<file path="src/hdl/decode_pkg.sv">
package decode_pkg;

   // Data width, also the serial pass length and immediate width
   localparam int XLEN = 32;
   localparam int CNT_W = $clog2(XLEN);
   localparam logic [CNT_W-1:0] CNT_LAST = CNT_W'(XLEN - 1);

   // Major opcodes, instruction bits 6:2
   localparam logic [4:0] OP_LOAD   = 5'b00000;
   localparam logic [4:0] OP_STORE  = 5'b01000;
   localparam logic [4:0] OP_OPIMM  = 5'b00100;
   localparam logic [4:0] OP_OP     = 5'b01100;
   localparam logic [4:0] OP_BRANCH = 5'b11000;
   localparam logic [4:0] OP_JAL    = 5'b11011;
   localparam logic [4:0] OP_JALR   = 5'b11001;
   localparam logic [4:0] OP_LUI    = 5'b01101;
   localparam logic [4:0] OP_AUIPC  = 5'b00101;
   localparam logic [4:0] OP_SYSTEM = 5'b11100;

   typedef enum logic [1:0] {
      ALU_RESULT_ADD  = 2'd0,
      ALU_RESULT_SR   = 2'd1,
      ALU_RESULT_LT   = 2'd2,
      ALU_RESULT_BOOL = 2'd3
   } alu_rd_sel_e;

   // Only the CSRs that live in the register file
   typedef enum logic [1:0] {
      CSR_MSCRATCH = 2'd0,
      CSR_MEPC     = 2'd2,
      CSR_MTVAL    = 2'd3,
      CSR_MTVEC    = 2'd1
   } csr_addr_e;

   typedef struct packed {
      logic branch_op;
      logic jal_or_jalr;
      logic jalr;
      logic utype;
      logic pc_rel;
      logic mret;
      logic e_op;
      logic ebreak;
   } flow_ctrl_t;

   typedef struct packed {
      logic        sub;
      logic [1:0]  bool_op;
      logic        cmp_eq;
      logic        cmp_uns;
      logic        sh_signed;
      logic        sh_right;
      alu_rd_sel_e rd_sel;
      logic        shift_op;
      logic        slt_op;
      logic        op_b_source;
      logic        rd_alu_en;
   } alu_ctrl_t;

   typedef struct packed {
      logic mem_op;
      logic cmd;
      logic is_signed;
      logic word;
      logic half;
      logic rd_mem_en;
   } mem_ctrl_t;

   typedef struct packed {
      logic       rd_en;
      logic [4:0] rd_addr;
      logic [4:0] rs1_addr;
      logic [4:0] rs2_addr;
   } rf_ctrl_t;

   typedef struct packed {
      logic       en;
      csr_addr_e  addr;
      logic       mstatus_en;
      logic       mie_en;
      logic       mcause_en;
      logic [1:0] source;
      logic       d_sel;
      logic       rd_csr_en;
   } csr_ctrl_t;

endpackage

</file>
<file path="src/hdl/count_sequencer.sv">
`timescale 1ns/1ps

module count_sequencer
   import decode_pkg::*;
(
   input  logic clk,
   input  logic i_rst,
   input  logic i_start,
   output logic o_cnt_en,
   output logic o_cnt_last,
   output logic o_done
);

   logic [CNT_W-1:0] cnt;
   logic             active;

   always_ff @(posedge clk) begin
      if (i_rst) begin
         cnt    <= '0;
         active <= 1'b0;
         o_done <= 1'b0;
      end else begin
         o_done <= 1'b0;
         if (active) begin
            cnt <= cnt + 1'b1;
            // Final bit of the pass
            if (cnt == CNT_LAST) begin
               active <= 1'b0;
               o_done <= 1'b1;
            end
         end else if (i_start) begin
            active <= 1'b1;
            cnt    <= '0;
         end
      end
   end

   assign o_cnt_en   = active;
   assign o_cnt_last = active & (cnt == CNT_LAST);

endmodule

</file>
<file path="src/hdl/serial_compare.sv">
`timescale 1ns/1ps

module serial_compare
   import decode_pkg::*;
(
   input  logic      clk,
   input  logic      i_rst,
   input  logic      i_cnt_en,
   input  logic      i_cnt_last,
   input  logic      i_rs1_bit,
   input  logic      i_rs2_bit,
   input  alu_ctrl_t i_alu,
   output logic      o_cmp
);

   logic pass_q;
   logic eq_q;
   logic lt_q;
   logic first;
   logic differs;
   logic eq_next;
   logic lt_next;

   // High only on bit 0 of a pass
   assign first   = i_cnt_en & ~pass_q;
   assign differs = i_rs1_bit ^ i_rs2_bit;

   always_comb begin
      eq_next = ~differs & (first | eq_q);
      if (differs) begin
         // Sign bit flips the order for signed compares
         if (i_cnt_last && !i_alu.cmp_uns) begin
            lt_next = i_rs1_bit;
         end else begin
            lt_next = i_rs2_bit;
         end
      end else begin
         lt_next = first ? 1'b0 : lt_q;
      end
   end

   always_ff @(posedge clk) begin
      if (i_rst) begin
         pass_q <= 1'b0;
         eq_q   <= 1'b0;
         lt_q   <= 1'b0;
      end else begin
         pass_q <= i_cnt_en & ~i_cnt_last;
         if (i_cnt_en) begin
            eq_q <= eq_next;
            lt_q <= lt_next;
         end
      end
   end

   assign o_cmp = i_alu.cmp_eq ? eq_q : lt_q;

endmodule

</file>
<file path="src/hdl/instr_decoder.sv">
`timescale 1ns/1ps

module instr_decoder
   import decode_pkg::*;
(
   input  logic            clk,
   input  logic            i_wb_en,
   input  logic            i_cnt_en,
   input  logic            i_cmp,
   input  logic [XLEN-1:0] i_wb_rdt,
   output flow_ctrl_t      o_flow,
   output alu_ctrl_t       o_alu,
   output mem_ctrl_t       o_mem,
   output rf_ctrl_t        o_rf,
   output csr_ctrl_t       o_csr,
   output logic            o_take_branch,
   output logic            o_imm
);

   logic [4:0]      opcode;
   logic [2:0]      funct3;
   logic            op20;
   logic            op21;
   logic            op22;
   logic            op26;
   logic            op30;
   logic [4:0]      rd_addr;
   logic [4:0]      rs1_addr;
   logic [4:0]      rs2_addr;
   logic [XLEN-1:0] imm_q;
   logic [XLEN-1:0] imm_word;
   alu_rd_sel_e     rd_sel_q;
   logic            op_or_opimm;
   logic            csr_op;
   logic            csr_valid;

   // Immediate by format of the incoming word
   always_comb begin
      case (i_wb_rdt[6:2])
         OP_STORE:
            imm_word = {{20{i_wb_rdt[31]}}, i_wb_rdt[31:25], i_wb_rdt[11:7]};
         OP_BRANCH:
            imm_word = {{20{i_wb_rdt[31]}}, i_wb_rdt[7], i_wb_rdt[30:25],
                        i_wb_rdt[11:8], 1'b0};
         OP_LUI, OP_AUIPC:
            imm_word = {i_wb_rdt[31:12], 12'd0};
         OP_JAL:
            imm_word = {{12{i_wb_rdt[31]}}, i_wb_rdt[19:12], i_wb_rdt[20],
                        i_wb_rdt[30:21], 1'b0};
         default:
            imm_word = {{20{i_wb_rdt[31]}}, i_wb_rdt[31:20]};
      endcase
   end

   always_ff @(posedge clk) begin
      if (i_wb_en) begin
         opcode   <= i_wb_rdt[6:2];
         funct3   <= i_wb_rdt[14:12];
         op20     <= i_wb_rdt[20];
         op21     <= i_wb_rdt[21];
         op22     <= i_wb_rdt[22];
         op26     <= i_wb_rdt[26];
         op30     <= i_wb_rdt[30];
         rd_addr  <= i_wb_rdt[11:7];
         rs1_addr <= i_wb_rdt[19:15];
         rs2_addr <= i_wb_rdt[24:20];
         imm_q    <= imm_word;
      end else if (i_cnt_en) begin
         // LSB out first, word is back in place after a full pass
         imm_q <= {imm_q[0], imm_q[XLEN-1:1]};
      end
   end

   // One cycle behind the latched funct3
   always_ff @(posedge clk) begin
      casez (funct3)
         3'b000:  rd_sel_q <= ALU_RESULT_ADD;
         3'b001:  rd_sel_q <= ALU_RESULT_SR;
         3'b01?:  rd_sel_q <= ALU_RESULT_LT;
         3'b100:  rd_sel_q <= ALU_RESULT_BOOL;
         3'b101:  rd_sel_q <= ALU_RESULT_SR;
         default: rd_sel_q <= ALU_RESULT_BOOL;
      endcase
   end

   assign op_or_opimm = ~opcode[4] & opcode[2] & ~opcode[0];

   always_comb begin
      o_flow.branch_op   = opcode[4] & ~opcode[2];
      o_flow.jal_or_jalr = opcode[4] & opcode[0];
      o_flow.jalr        = opcode[4] & (opcode[1:0] == 2'b01);
      o_flow.utype       = ~opcode[4] & opcode[2] & opcode[0];
      // jal, branches and auipc
      o_flow.pc_rel      = (opcode[2:0] == 3'b000) | (opcode[1:0] == 2'b11) |
                           (opcode[4:3] == 2'b00);
      o_flow.mret        = opcode[4] & opcode[2] & op21 & ~(|funct3);
      o_flow.e_op        = opcode[4] & opcode[2] & ~op21 & ~(|funct3);
      o_flow.ebreak      = op20;
   end

   always_comb begin
      o_alu.sub         = opcode[3] & op30;
      o_alu.bool_op     = funct3[1:0];
      o_alu.cmp_eq      = (funct3[2:1] == 2'b00);
      o_alu.cmp_uns     = (funct3[0] & funct3[1]) | (funct3[1] & funct3[2]);
      o_alu.sh_signed   = op30;
      o_alu.sh_right    = funct3[2];
      o_alu.rd_sel      = rd_sel_q;
      o_alu.shift_op    = op_or_opimm & (funct3[1:0] == 2'b01);
      o_alu.slt_op      = op_or_opimm & (funct3[2:1] == 2'b01);
      // rs2 for OP and branches, immediate otherwise
      o_alu.op_b_source = opcode[3];
      o_alu.rd_alu_en   = ~opcode[0] & opcode[2] & ~opcode[4];
   end

   always_comb begin
      o_mem.mem_op    = ~opcode[4] & ~opcode[2] & ~opcode[0];
      o_mem.cmd       = opcode[3];
      o_mem.is_signed = ~funct3[2];
      o_mem.word      = funct3[1];
      o_mem.half      = funct3[0];
      o_mem.rd_mem_en = ~opcode[2] & ~opcode[4];
   end

   always_comb begin
      o_rf.rd_en    = opcode[2] | (opcode[4] & opcode[0]) |
                      (~opcode[3] & ~opcode[0]);
      o_rf.rd_addr  = rd_addr;
      o_rf.rs1_addr = rs1_addr;
      o_rf.rs2_addr = rs2_addr;
   end

   // System ops other than ecall, ebreak and mret
   assign csr_op    = opcode[4] & opcode[2] & (|funct3);
   // mtvec, mscratch, mepc and mtval are stored in the register file
   assign csr_valid = op20 | (op26 & ~op22 & ~op21);

   always_comb begin
      o_csr.en         = csr_op & csr_valid;
      o_csr.mstatus_en = csr_op & ~op26 & ~op22;
      o_csr.mie_en     = csr_op & ~op26 & op22 & ~op20;
      o_csr.mcause_en  = csr_op & op21 & ~op20;
      o_csr.source     = funct3[1:0];
      o_csr.d_sel      = funct3[2];
      o_csr.rd_csr_en  = csr_op;
      if (op26 && !op20) begin
         o_csr.addr = CSR_MSCRATCH;
      end else if (op26 && !op21) begin
         o_csr.addr = CSR_MEPC;
      end else if (op26) begin
         o_csr.addr = CSR_MTVAL;
      end else begin
         o_csr.addr = CSR_MTVEC;
      end
   end

   // Jumps always, branches when the compare disagrees with funct3[0]
   assign o_take_branch = opcode[4] & ~opcode[2] & (opcode[0] | (i_cmp ^ funct3[0]));
   assign o_imm         = imm_q[0];

endmodule

</file>
<file path="src/hdl/decode_top.sv">
`timescale 1ns/1ps

module decode_top
   import decode_pkg::*;
(
   input  logic            clk,
   input  logic            i_rst,
   input  logic            i_wb_en,
   input  logic [XLEN-1:0] i_wb_rdt,
   input  logic            i_start,
   input  logic            i_rs1_bit,
   input  logic            i_rs2_bit,
   output flow_ctrl_t      o_flow,
   output alu_ctrl_t       o_alu,
   output mem_ctrl_t       o_mem,
   output rf_ctrl_t        o_rf,
   output csr_ctrl_t       o_csr,
   output logic            o_imm,
   output logic            o_cnt_active,
   output logic            o_done,
   output logic            o_take_branch
);

   logic cnt_en;
   logic cnt_last;
   logic cmp_result;

   count_sequencer i_count_sequencer (
      .clk        (clk),
      .i_rst      (i_rst),
      .i_start    (i_start),
      .o_cnt_en   (cnt_en),
      .o_cnt_last (cnt_last),
      .o_done     (o_done)
   );

   // Compare mode comes from the decoded branch funct3
   serial_compare i_serial_compare (
      .clk        (clk),
      .i_rst      (i_rst),
      .i_cnt_en   (cnt_en),
      .i_cnt_last (cnt_last),
      .i_rs1_bit  (i_rs1_bit),
      .i_rs2_bit  (i_rs2_bit),
      .i_alu      (o_alu),
      .o_cmp      (cmp_result)
   );

   instr_decoder i_instr_decoder (
      .clk           (clk),
      .i_wb_en       (i_wb_en),
      .i_cnt_en      (cnt_en),
      .i_cmp         (cmp_result),
      .i_wb_rdt      (i_wb_rdt),
      .o_flow        (o_flow),
      .o_alu         (o_alu),
      .o_mem         (o_mem),
      .o_rf          (o_rf),
      .o_csr         (o_csr),
      .o_take_branch (o_take_branch),
      .o_imm         (o_imm)
   );

   assign o_cnt_active = cnt_en;

endmodule

</file>
<file path="config.mk">
export PLATFORM = sky130hd
export DESIGN_NAME = decode_top
export DESIGN_NICKNAME = d
export VERILOG_FILES = /design/src/hdl/decode_pkg.sv /design/src/hdl/count_sequencer.sv /design/src/hdl/serial_compare.sv /design/src/hdl/instr_decoder.sv /design/src/hdl/decode_top.sv
export SDC_FILE = /design/constraint.sdc
export NUM_CORES = 1
export LEC_CHECK = 0
export ABC_CLOCK_PERIOD_IN_PS = 1850
export BUFFER_PORTS_ARGS = -buffer_cell sky130_fd_sc_hd__buf_4
export CAP_MARGIN = 20
export CORE_ASPECT_RATIO = 1.1
export CORE_MARGIN = 1.5
export CORE_UTILIZATION = 46
export CTS_CLUSTER_DIAMETER = 60
export CTS_CLUSTER_SIZE = 30
export DETAILED_ROUTE_END_ITERATION = 10
export PLACE_DENSITY_LB_ADDON = 0.2
export SYNTH_ARGS = -nofsm -noshare
export SYNTH_HDL_FRONTEND = slang
export SYNTH_SLANG_ARGS = --single-unit
</file>
<file path="constraint.sdc">
create_clock -name clk -period 1.85 [get_ports clk]
set_clock_uncertainty 0.15 [all_clocks]
set_input_delay 0.0925 -clock clk [delete_from_list [all_inputs] [get_ports clk]]
set_output_delay 0.0925 -clock clk [all_outputs]
set_load 0.03 [all_outputs]
</file>
# == Word-level counts from Yosys, hierarchy flattened ==
# Cells that the tools add are included.
# totals
output_inout_bits,57
regBits,72
# op_classes
n_eq_ne,12
n_addsub,1
bitwise_logic,60
n_mux,17
n_reduce_logical,18
# ops
cell,n
31-bit one-hot mux with 4 select lines,1
32-bit 2-to-1 mux,2
1-bit bitwise AND,36
5-bit == test (second input constant),3
1-bit NOT,14
5-bit by 4-bit == test with 1-bit output (second input constant),2
5-bit 2-to-1 mux,2
1-bit 2-to-1 mux,8
1-bit OR,8
2-bit by 1-bit == test with 1-bit output (second input constant),3
3-bit zero test,2
2-bit 2-to-1 mux,3
2-bit one-hot mux with 3 select lines,1
2-bit nonzero test,3
2-bit OR reduction,3
5-bit by 1-bit adder with 5-bit output (second input constant),1
5-bit by 3-bit == test with 1-bit output (second input constant),1
2-bit zero test,2
3-bit by 1-bit == test with 1-bit output (second input constant),1
3-bit == test (second input constant),1
1-bit logical AND,3
1-bit zero test,3
3-bit OR reduction,1
2-bit == test (second input constant),1
other kinds (2),3

# == Logic depth before layout (Yosys ltp) ==
# logic_depth
ltp_word,6
mapped_depth,7
mapped_depth_nobuf,7

# == By module ==
# A second synthesis with hierarchy kept.
# hier_totals
cells_unflattened,297
hier_area_um2,3300.7
# by_module_without_submodules
mod,seq_area_each_um2,n_inst,area_per_inst_um2,cells_each
instr_decoder,1751.7,1,2812.7,244
count_sequencer,140.1,1,325.3,35
serial_compare,60.1,1,162.7,18

# == Worst setup path before layout ==
# Ideal clock, no wire load.
# synth_path
kind,flip-flop to output port
from,register i_instr_decoder.funct3[1]
to,output port o_take_branch
path_stages_with_launch,5
arrival_time_ns,2.200
path_slack_ns,-0.593
n_path_buf,0
cell_sequence,edfxtp_1 > nor2_1 > mux2i_1 > xnor2_1 > a21boi_0
# synth_lines
element,line,text
from (decl),instr_decoder.sv:21,logic [2:0] funct3;
from (signal assigned),instr_decoder.sv:58,funct3 <= i_wb_rdt[14:12];
to (decl),decode_top.sv:21,output logic o_take_branch

# == Worst setup path after layout ==
# layout_path
from,register i_instr_decoder.funct3[2]
to,output port o_take_branch
# layout_via
elab_chain_len,5
# layout_lines
element,line,text
2-bit zero test,instr_decoder.sv:104,o_alu.cmp_eq = (funct3[2:1] == 2'b00);
1-bit 2-to-1 mux,serial_compare.sv:56,assign o_cmp = i_alu.cmp_eq ? eq_q : lt_q;
1-bit bitwise XOR,instr_decoder.sv:158,assign o_take_branch = opcode[4] & ~opcode[2] & (opcode[0] | (i_cmp ^ funct3[0]));
1-bit OR,instr_decoder.sv:158,
1-bit bitwise AND,instr_decoder.sv:158,
# No other way between the ends.

==> impl_metrics.prom <==
# TYPE chip_impl_metric gauge
chip_impl_metric{name="cts.clk_slew.worst_paths",unit="ns"} 0.07
chip_impl_metric{name="worst_slack_placed",unit="ns"} 0.164
chip_impl_metric{name="dr.first_iter.drc_count",unit=""} 172
chip_impl_metric{name="die-area",unit="um2"} 7530
chip_impl_metric{name="postSynthAreaPerCell",unit="um2"} 11.1
chip_impl_metric{name="drt_pass1_iterations",unit=""} 4
chip_impl_metric{name="viasPerCell",unit=""} 5.15
chip_impl_metric{name="antenna-diode-count",unit=""} 0
chip_impl_metric{name="post_dp_cell_area",unit="um2"} 3940
chip_impl_metric{name="finalCritPeriodShare",unit=""} 1.00
chip_impl_metric{name="sequential_cell_area",unit="um2"} 1950
chip_impl_metric{name="synth.yosys.warnings",unit=""} 0
chip_impl_info{name="postSynth.topFlopCell",value="sky130_fd_sc_hd__edfxtp_1"} 1
chip_impl_metric{name="postRouteAntennaNets",unit=""} 0
chip_impl_metric{name="final_cell_count_no_fill",unit=""} 500
chip_impl_metric{name="post_route_cell_area",unit="um2"} 4520
chip_impl_info{name="rsz0062_at_grt",value="true"} 1
chip_impl_info{name="timing.critical_path.cells",value="nor2_2 > mux2i_1 > xnor2_1 > a21boi_1 > buf_4"} 1
chip_impl_metric{name="grt_use_total",unit=""} 0.185
chip_impl_metric{name="postSynthRegisterBits",unit=""} 69
chip_impl_metric{name="n_fill_cell",unit=""} 509
chip_impl_metric{name="io-pin-count",unit=""} 95
chip_impl_metric{name="worstPathBufferInverterCount",unit=""} 1
chip_impl_metric{name="critical_path_required",unit="ns"} 1.61
chip_impl_metric{name="drc",unit=""} 0
chip_impl_metric{name="global_route_wire_length_before_repair",unit="um"} 11200
chip_impl_metric{name="drt-total-wl",unit="um"} 6770
chip_impl_metric{name="yosysSeqAreaShare",unit=""} 0.605
chip_impl_metric{name="worst_slew_margin_rel",unit=""} 0.682
chip_impl_info{name="timing.setup.critical_path_class",value="reg -> out"} 1
chip_impl_metric{name="number_of_nets_in_the_synthesized_netlist",unit=""} 332
chip_impl_info{name="slowest_stage",value="sky130_fd_sc_hd__edfxtp_1"} 1
chip_impl_metric{name="asyncSetResetFlopFracSynth",unit=""} 0
chip_impl_metric{name="setup_total_negative_slack",unit="ns"} -0.00342
chip_impl_metric{name="synth_cell_type_count",unit=""} 42
chip_impl_metric{name="final-setup-viol-count",unit=""} 1
chip_impl_metric{name="final_net_count",unit=""} 453
chip_impl_metric{name="synth_cells",unit=""} 292
chip_impl_metric{name="crit_arrival",unit="ns"} 1.61
chip_impl_metric{name="synth_enable_flop_cells",unit=""} 57
chip_impl_metric{name="post-route-worst-setup-slack",unit="ns"} -0.00342
chip_impl_metric{name="max_slew.worst_pin.slew",unit="ns"} 0.475
chip_impl_metric{name="slew_violations",unit=""} 0
chip_impl_metric{name="rows",unit=""} 31
chip_impl_metric{name="ir_drop",unit="uV"} 523
chip_impl_info{name="ctsRootBufferMaster",value="sky130_fd_sc_hd__clkbuf_8"} 1
chip_impl_metric{name="timing.hold.ws",unit="ns"} 0.0622
chip_impl_metric{name="layout_min_cycle_time",unit="ns"} 1.85
chip_impl_metric{name="count_of_buffers_inserted_at_the_top_level_ports",unit=""} 92
chip_impl_metric{name="start_util",unit=""} 0.484
chip_impl_info{name="violations",value="setup timing"} 1
chip_impl_metric{name="vias",unit=""} 2574
chip_impl_metric{name="core_area",unit="um2"} 6670
chip_impl_metric{name="power_per_cell_area",unit="nW/um2"} 828
chip_impl_metric{name="power_leakage",unit="nW"} 1.87
chip_impl_info{name="status",value="finished, violations left"} 1
chip_impl_info{name="crit_path_start_kind",value="flop"} 1
chip_impl_metric{name="netlist_area_before_placement",unit="um2"} 3230
chip_impl_metric{name="flow.area_growth_from_synthesis",unit="%"} 40.1
chip_impl_metric{name="timing_hold_violations_final",unit=""} 0
chip_impl_metric{name="grt_start_max_net_pins",unit=""} 33
chip_impl_metric{name="critical-path-max-stage-delay",unit="ns"} 0.46
chip_impl_metric{name="grt_antenna_before_repair",unit=""} 0
chip_impl_metric{name="tritoncts.num_buffers",unit=""} 9
chip_impl_metric{name="route.detailed.wl_per_inst",unit="um"} 13.5
chip_impl_metric{name="r2r_setup_slack",unit="ns"} 0.19
chip_impl_metric{name="cts_max_path_buffers",unit=""} 2
chip_impl_info{name="cts_tree",value="built"} 1
chip_impl_metric{name="grt.overflow.total",unit=""} 0
chip_impl_metric{name="die_y",unit="um"} 90.8
chip_impl_metric{name="multi_input_comb_area",unit="um2"} 1070
chip_impl_metric{name="dp_cells",unit=""} 445
chip_impl_info{name="worst_setup_path_end_kind",value="output port"} 1
chip_impl_metric{name="maximum_frequency_from_static_timing_analysis",unit="MHz"} 540
chip_impl_metric{name="grt_pass1_vias",unit=""} 2364
chip_impl_info{name="worst_path_dominant_cell_family",value="flip-flops"} 1
chip_impl_metric{name="critPathMaxFanout",unit=""} 4
chip_impl_metric{name="tritoncts_num_sinks",unit=""} 69
chip_impl_metric{name="layout-drive-gt1-share",unit=""} 0.318
chip_impl_info{name="hold_class",value="in -> reg"} 1
chip_impl_metric{name="die_width",unit="um"} 82.9
chip_impl_metric{name="detailed_place_hpwl",unit="um"} 4540
chip_impl_metric{name="place.gp.congestion",unit=""} 0.775
chip_impl_metric{name="clock_insertion_delay_worst_skew",unit="ns"} 0.33
chip_impl_metric{name="cap_viol_max_count",unit=""} 0
chip_impl_metric{name="cts-htree-levels",unit=""} 3
where the power goes:
| part | total, W | internal (W) | switching [W] |
|---|---|---|---|
| registers | 0.00190 | 0.00184 | 0.0000637 |
| clock network | 0.00108 | 0.000564 | 0.000515 |
| logic | 0.000758 | 0.000326 | 0.000432 |
| total | 0.00374 | 0.00273 | 0.00101 |
worst reg2reg max path, stage by stage, from the launching register on:
cell	delay, ns
sky130_fd_sc_hd__dfxtp_1	0.37
sky130_fd_sc_hd__ha_1	0.20
sky130_fd_sc_hd__and3_1	0.17
sky130_fd_sc_hd__ha_2	0.20
sky130_fd_sc_hd__nand2_1	0.06
sky130_fd_sc_hd__nor2_1	0.12
sky130_fd_sc_hd__mux2i_1	0.20
sky130_fd_sc_hd__o32ai_1	0.10
path summary, 6_finish.rpt:
check,start,end,depth (start not counted)
setup / recovery,i_instr_decoder.funct3[2],o_take_branch,5
hold / removal,i_wb_en,i_instr_decoder.imm_q[29],2
setup reg to reg,i_count_sequencer.cnt[1],i_serial_compare.lt_q,7
hold reg to reg,i_serial_compare.lt_q,i_serial_compare.lt_q,2
sequential cells by signal, summed over array words and instances, names as in the netlist, 2 cells and up:
register and count:
i_instr_decoder.rd_addr 5, i_instr_decoder.rd_sel_q 2, i_instr_decoder.rs1_addr 5, i_instr_decoder.rs2_addr 5, i_instr_decoder.funct3 3, i_count_sequencer.cnt 5, i_instr_decoder.opcode 5, i_instr_decoder.imm_q 32
area by class of cell:
cell class | instances | share of cell area
timing repair buffer | 139 | 0.251
sequential | 69 | 0.432
clock buffer | 15 | 0.0368
clock inverter | 1 | 0.00138
tap | 82 | 0.0227
inverter | 24 | 0.0199
multi-input combinational | 170 | 0.236
timing repair:
item,4_1_cts,5_1_grt
gates cloned,0,0
endpoints found under the setup margin,8,16
pin swaps,6,1
gates resized for setup,2,5
hold endpoints to repair,52,0
setup buffers,3,2
hold buffers,34,0
cells in the final DEF, fill, tap and decap left out, types with 2 or more instances in the layout:
cell type / n
sky130_fd_sc_hd__clkbuf_8: 11
sky130_fd_sc_hd__o221ai_1: 8
sky130_fd_sc_hd__clkbuf_1: 4
sky130_fd_sc_hd__a22oi_1: 4
sky130_fd_sc_hd__mux2_2: 2
sky130_fd_sc_hd__and2_1: 3
sky130_fd_sc_hd__dfxtp_1: 11
sky130_fd_sc_hd__buf_4: 103
sky130_fd_sc_hd__o22ai_1: 6
sky130_fd_sc_hd__nor4b_4: 2
sky130_fd_sc_hd__nand3_1: 4
sky130_fd_sc_hd__nor2_1: 30
sky130_fd_sc_hd__edfxtp_1: 57
sky130_fd_sc_hd__dlygate4sd3_1: 34
sky130_fd_sc_hd__and3_1: 2
sky130_fd_sc_hd__mux2i_1: 3
sky130_fd_sc_hd__nor3_1: 4
sky130_fd_sc_hd__a21oi_1: 11
sky130_fd_sc_hd__buf_6: 2
sky130_fd_sc_hd__o21ai_0: 4
sky130_fd_sc_hd__a31oi_1: 13
sky130_fd_sc_hd__nor2b_1: 7
sky130_fd_sc_hd__nand2b_1: 3
sky130_fd_sc_hd__inv_1: 24
sky130_fd_sc_hd__nand3b_1: 6
sky130_fd_sc_hd__nor3b_1: 4
sky130_fd_sc_hd__nor3_2: 3
sky130_fd_sc_hd__nand2_1: 30
sky130_fd_sc_hd__a21o_1: 2
through the flow:
stage	util	total power, W
6_report	0.678	0.00374
3_5_place_dp	0.591	0.00262
4_1_cts	0.672	0.00376
5_1_grt	0.678	0.00390
3_3_place_gp	0.591	0.00261
2_1_floorplan	-	0.00236
cell usage after synthesis (7+ instances only):
cell	n	area (um2)
sky130_fd_sc_hd__buf_4	15	113
sky130_fd_sc_hd__nor2_1	31	116
sky130_fd_sc_hd__inv_1	24	90.1
sky130_fd_sc_hd__nor3_1	7	35.0
sky130_fd_sc_hd__nand2_1	30	113
sky130_fd_sc_hd__clkbuf_1	12	45.0
sky130_fd_sc_hd__a31oi_1	13	81.3
sky130_fd_sc_hd__edfxtp_1	57	1710
sky130_fd_sc_hd__a21oi_1	11	55.1
sky130_fd_sc_hd__dfxtp_1	12	240
sky130_fd_sc_hd__o221ai_1	8	70.1
sky130_fd_sc_hd__nor2b_1	7	43.8
metal layers:
layer | part of all wire | track usage
met2 | 0.47 | 0.278
met3 | 0.063 | 0.0420
met4 | 0.023 | 0.106
met1 | 0.44 | 0.248
met5 | 0 | 0
logic make-up (layout without fill, tap and decap cells):
kind of cell    after synthesis  count (layout)  synth area share
fa+ha+maj                     2               2           0.00775
simple gates                105             105             0.166
mux                           5               5            0.0163
xor+xnor                      1               1           0.00271
buf+inv                      53             179            0.0818
compound gates               57              57             0.121
flops                        69              69             0.605
(Power assumes the default switching activity.)
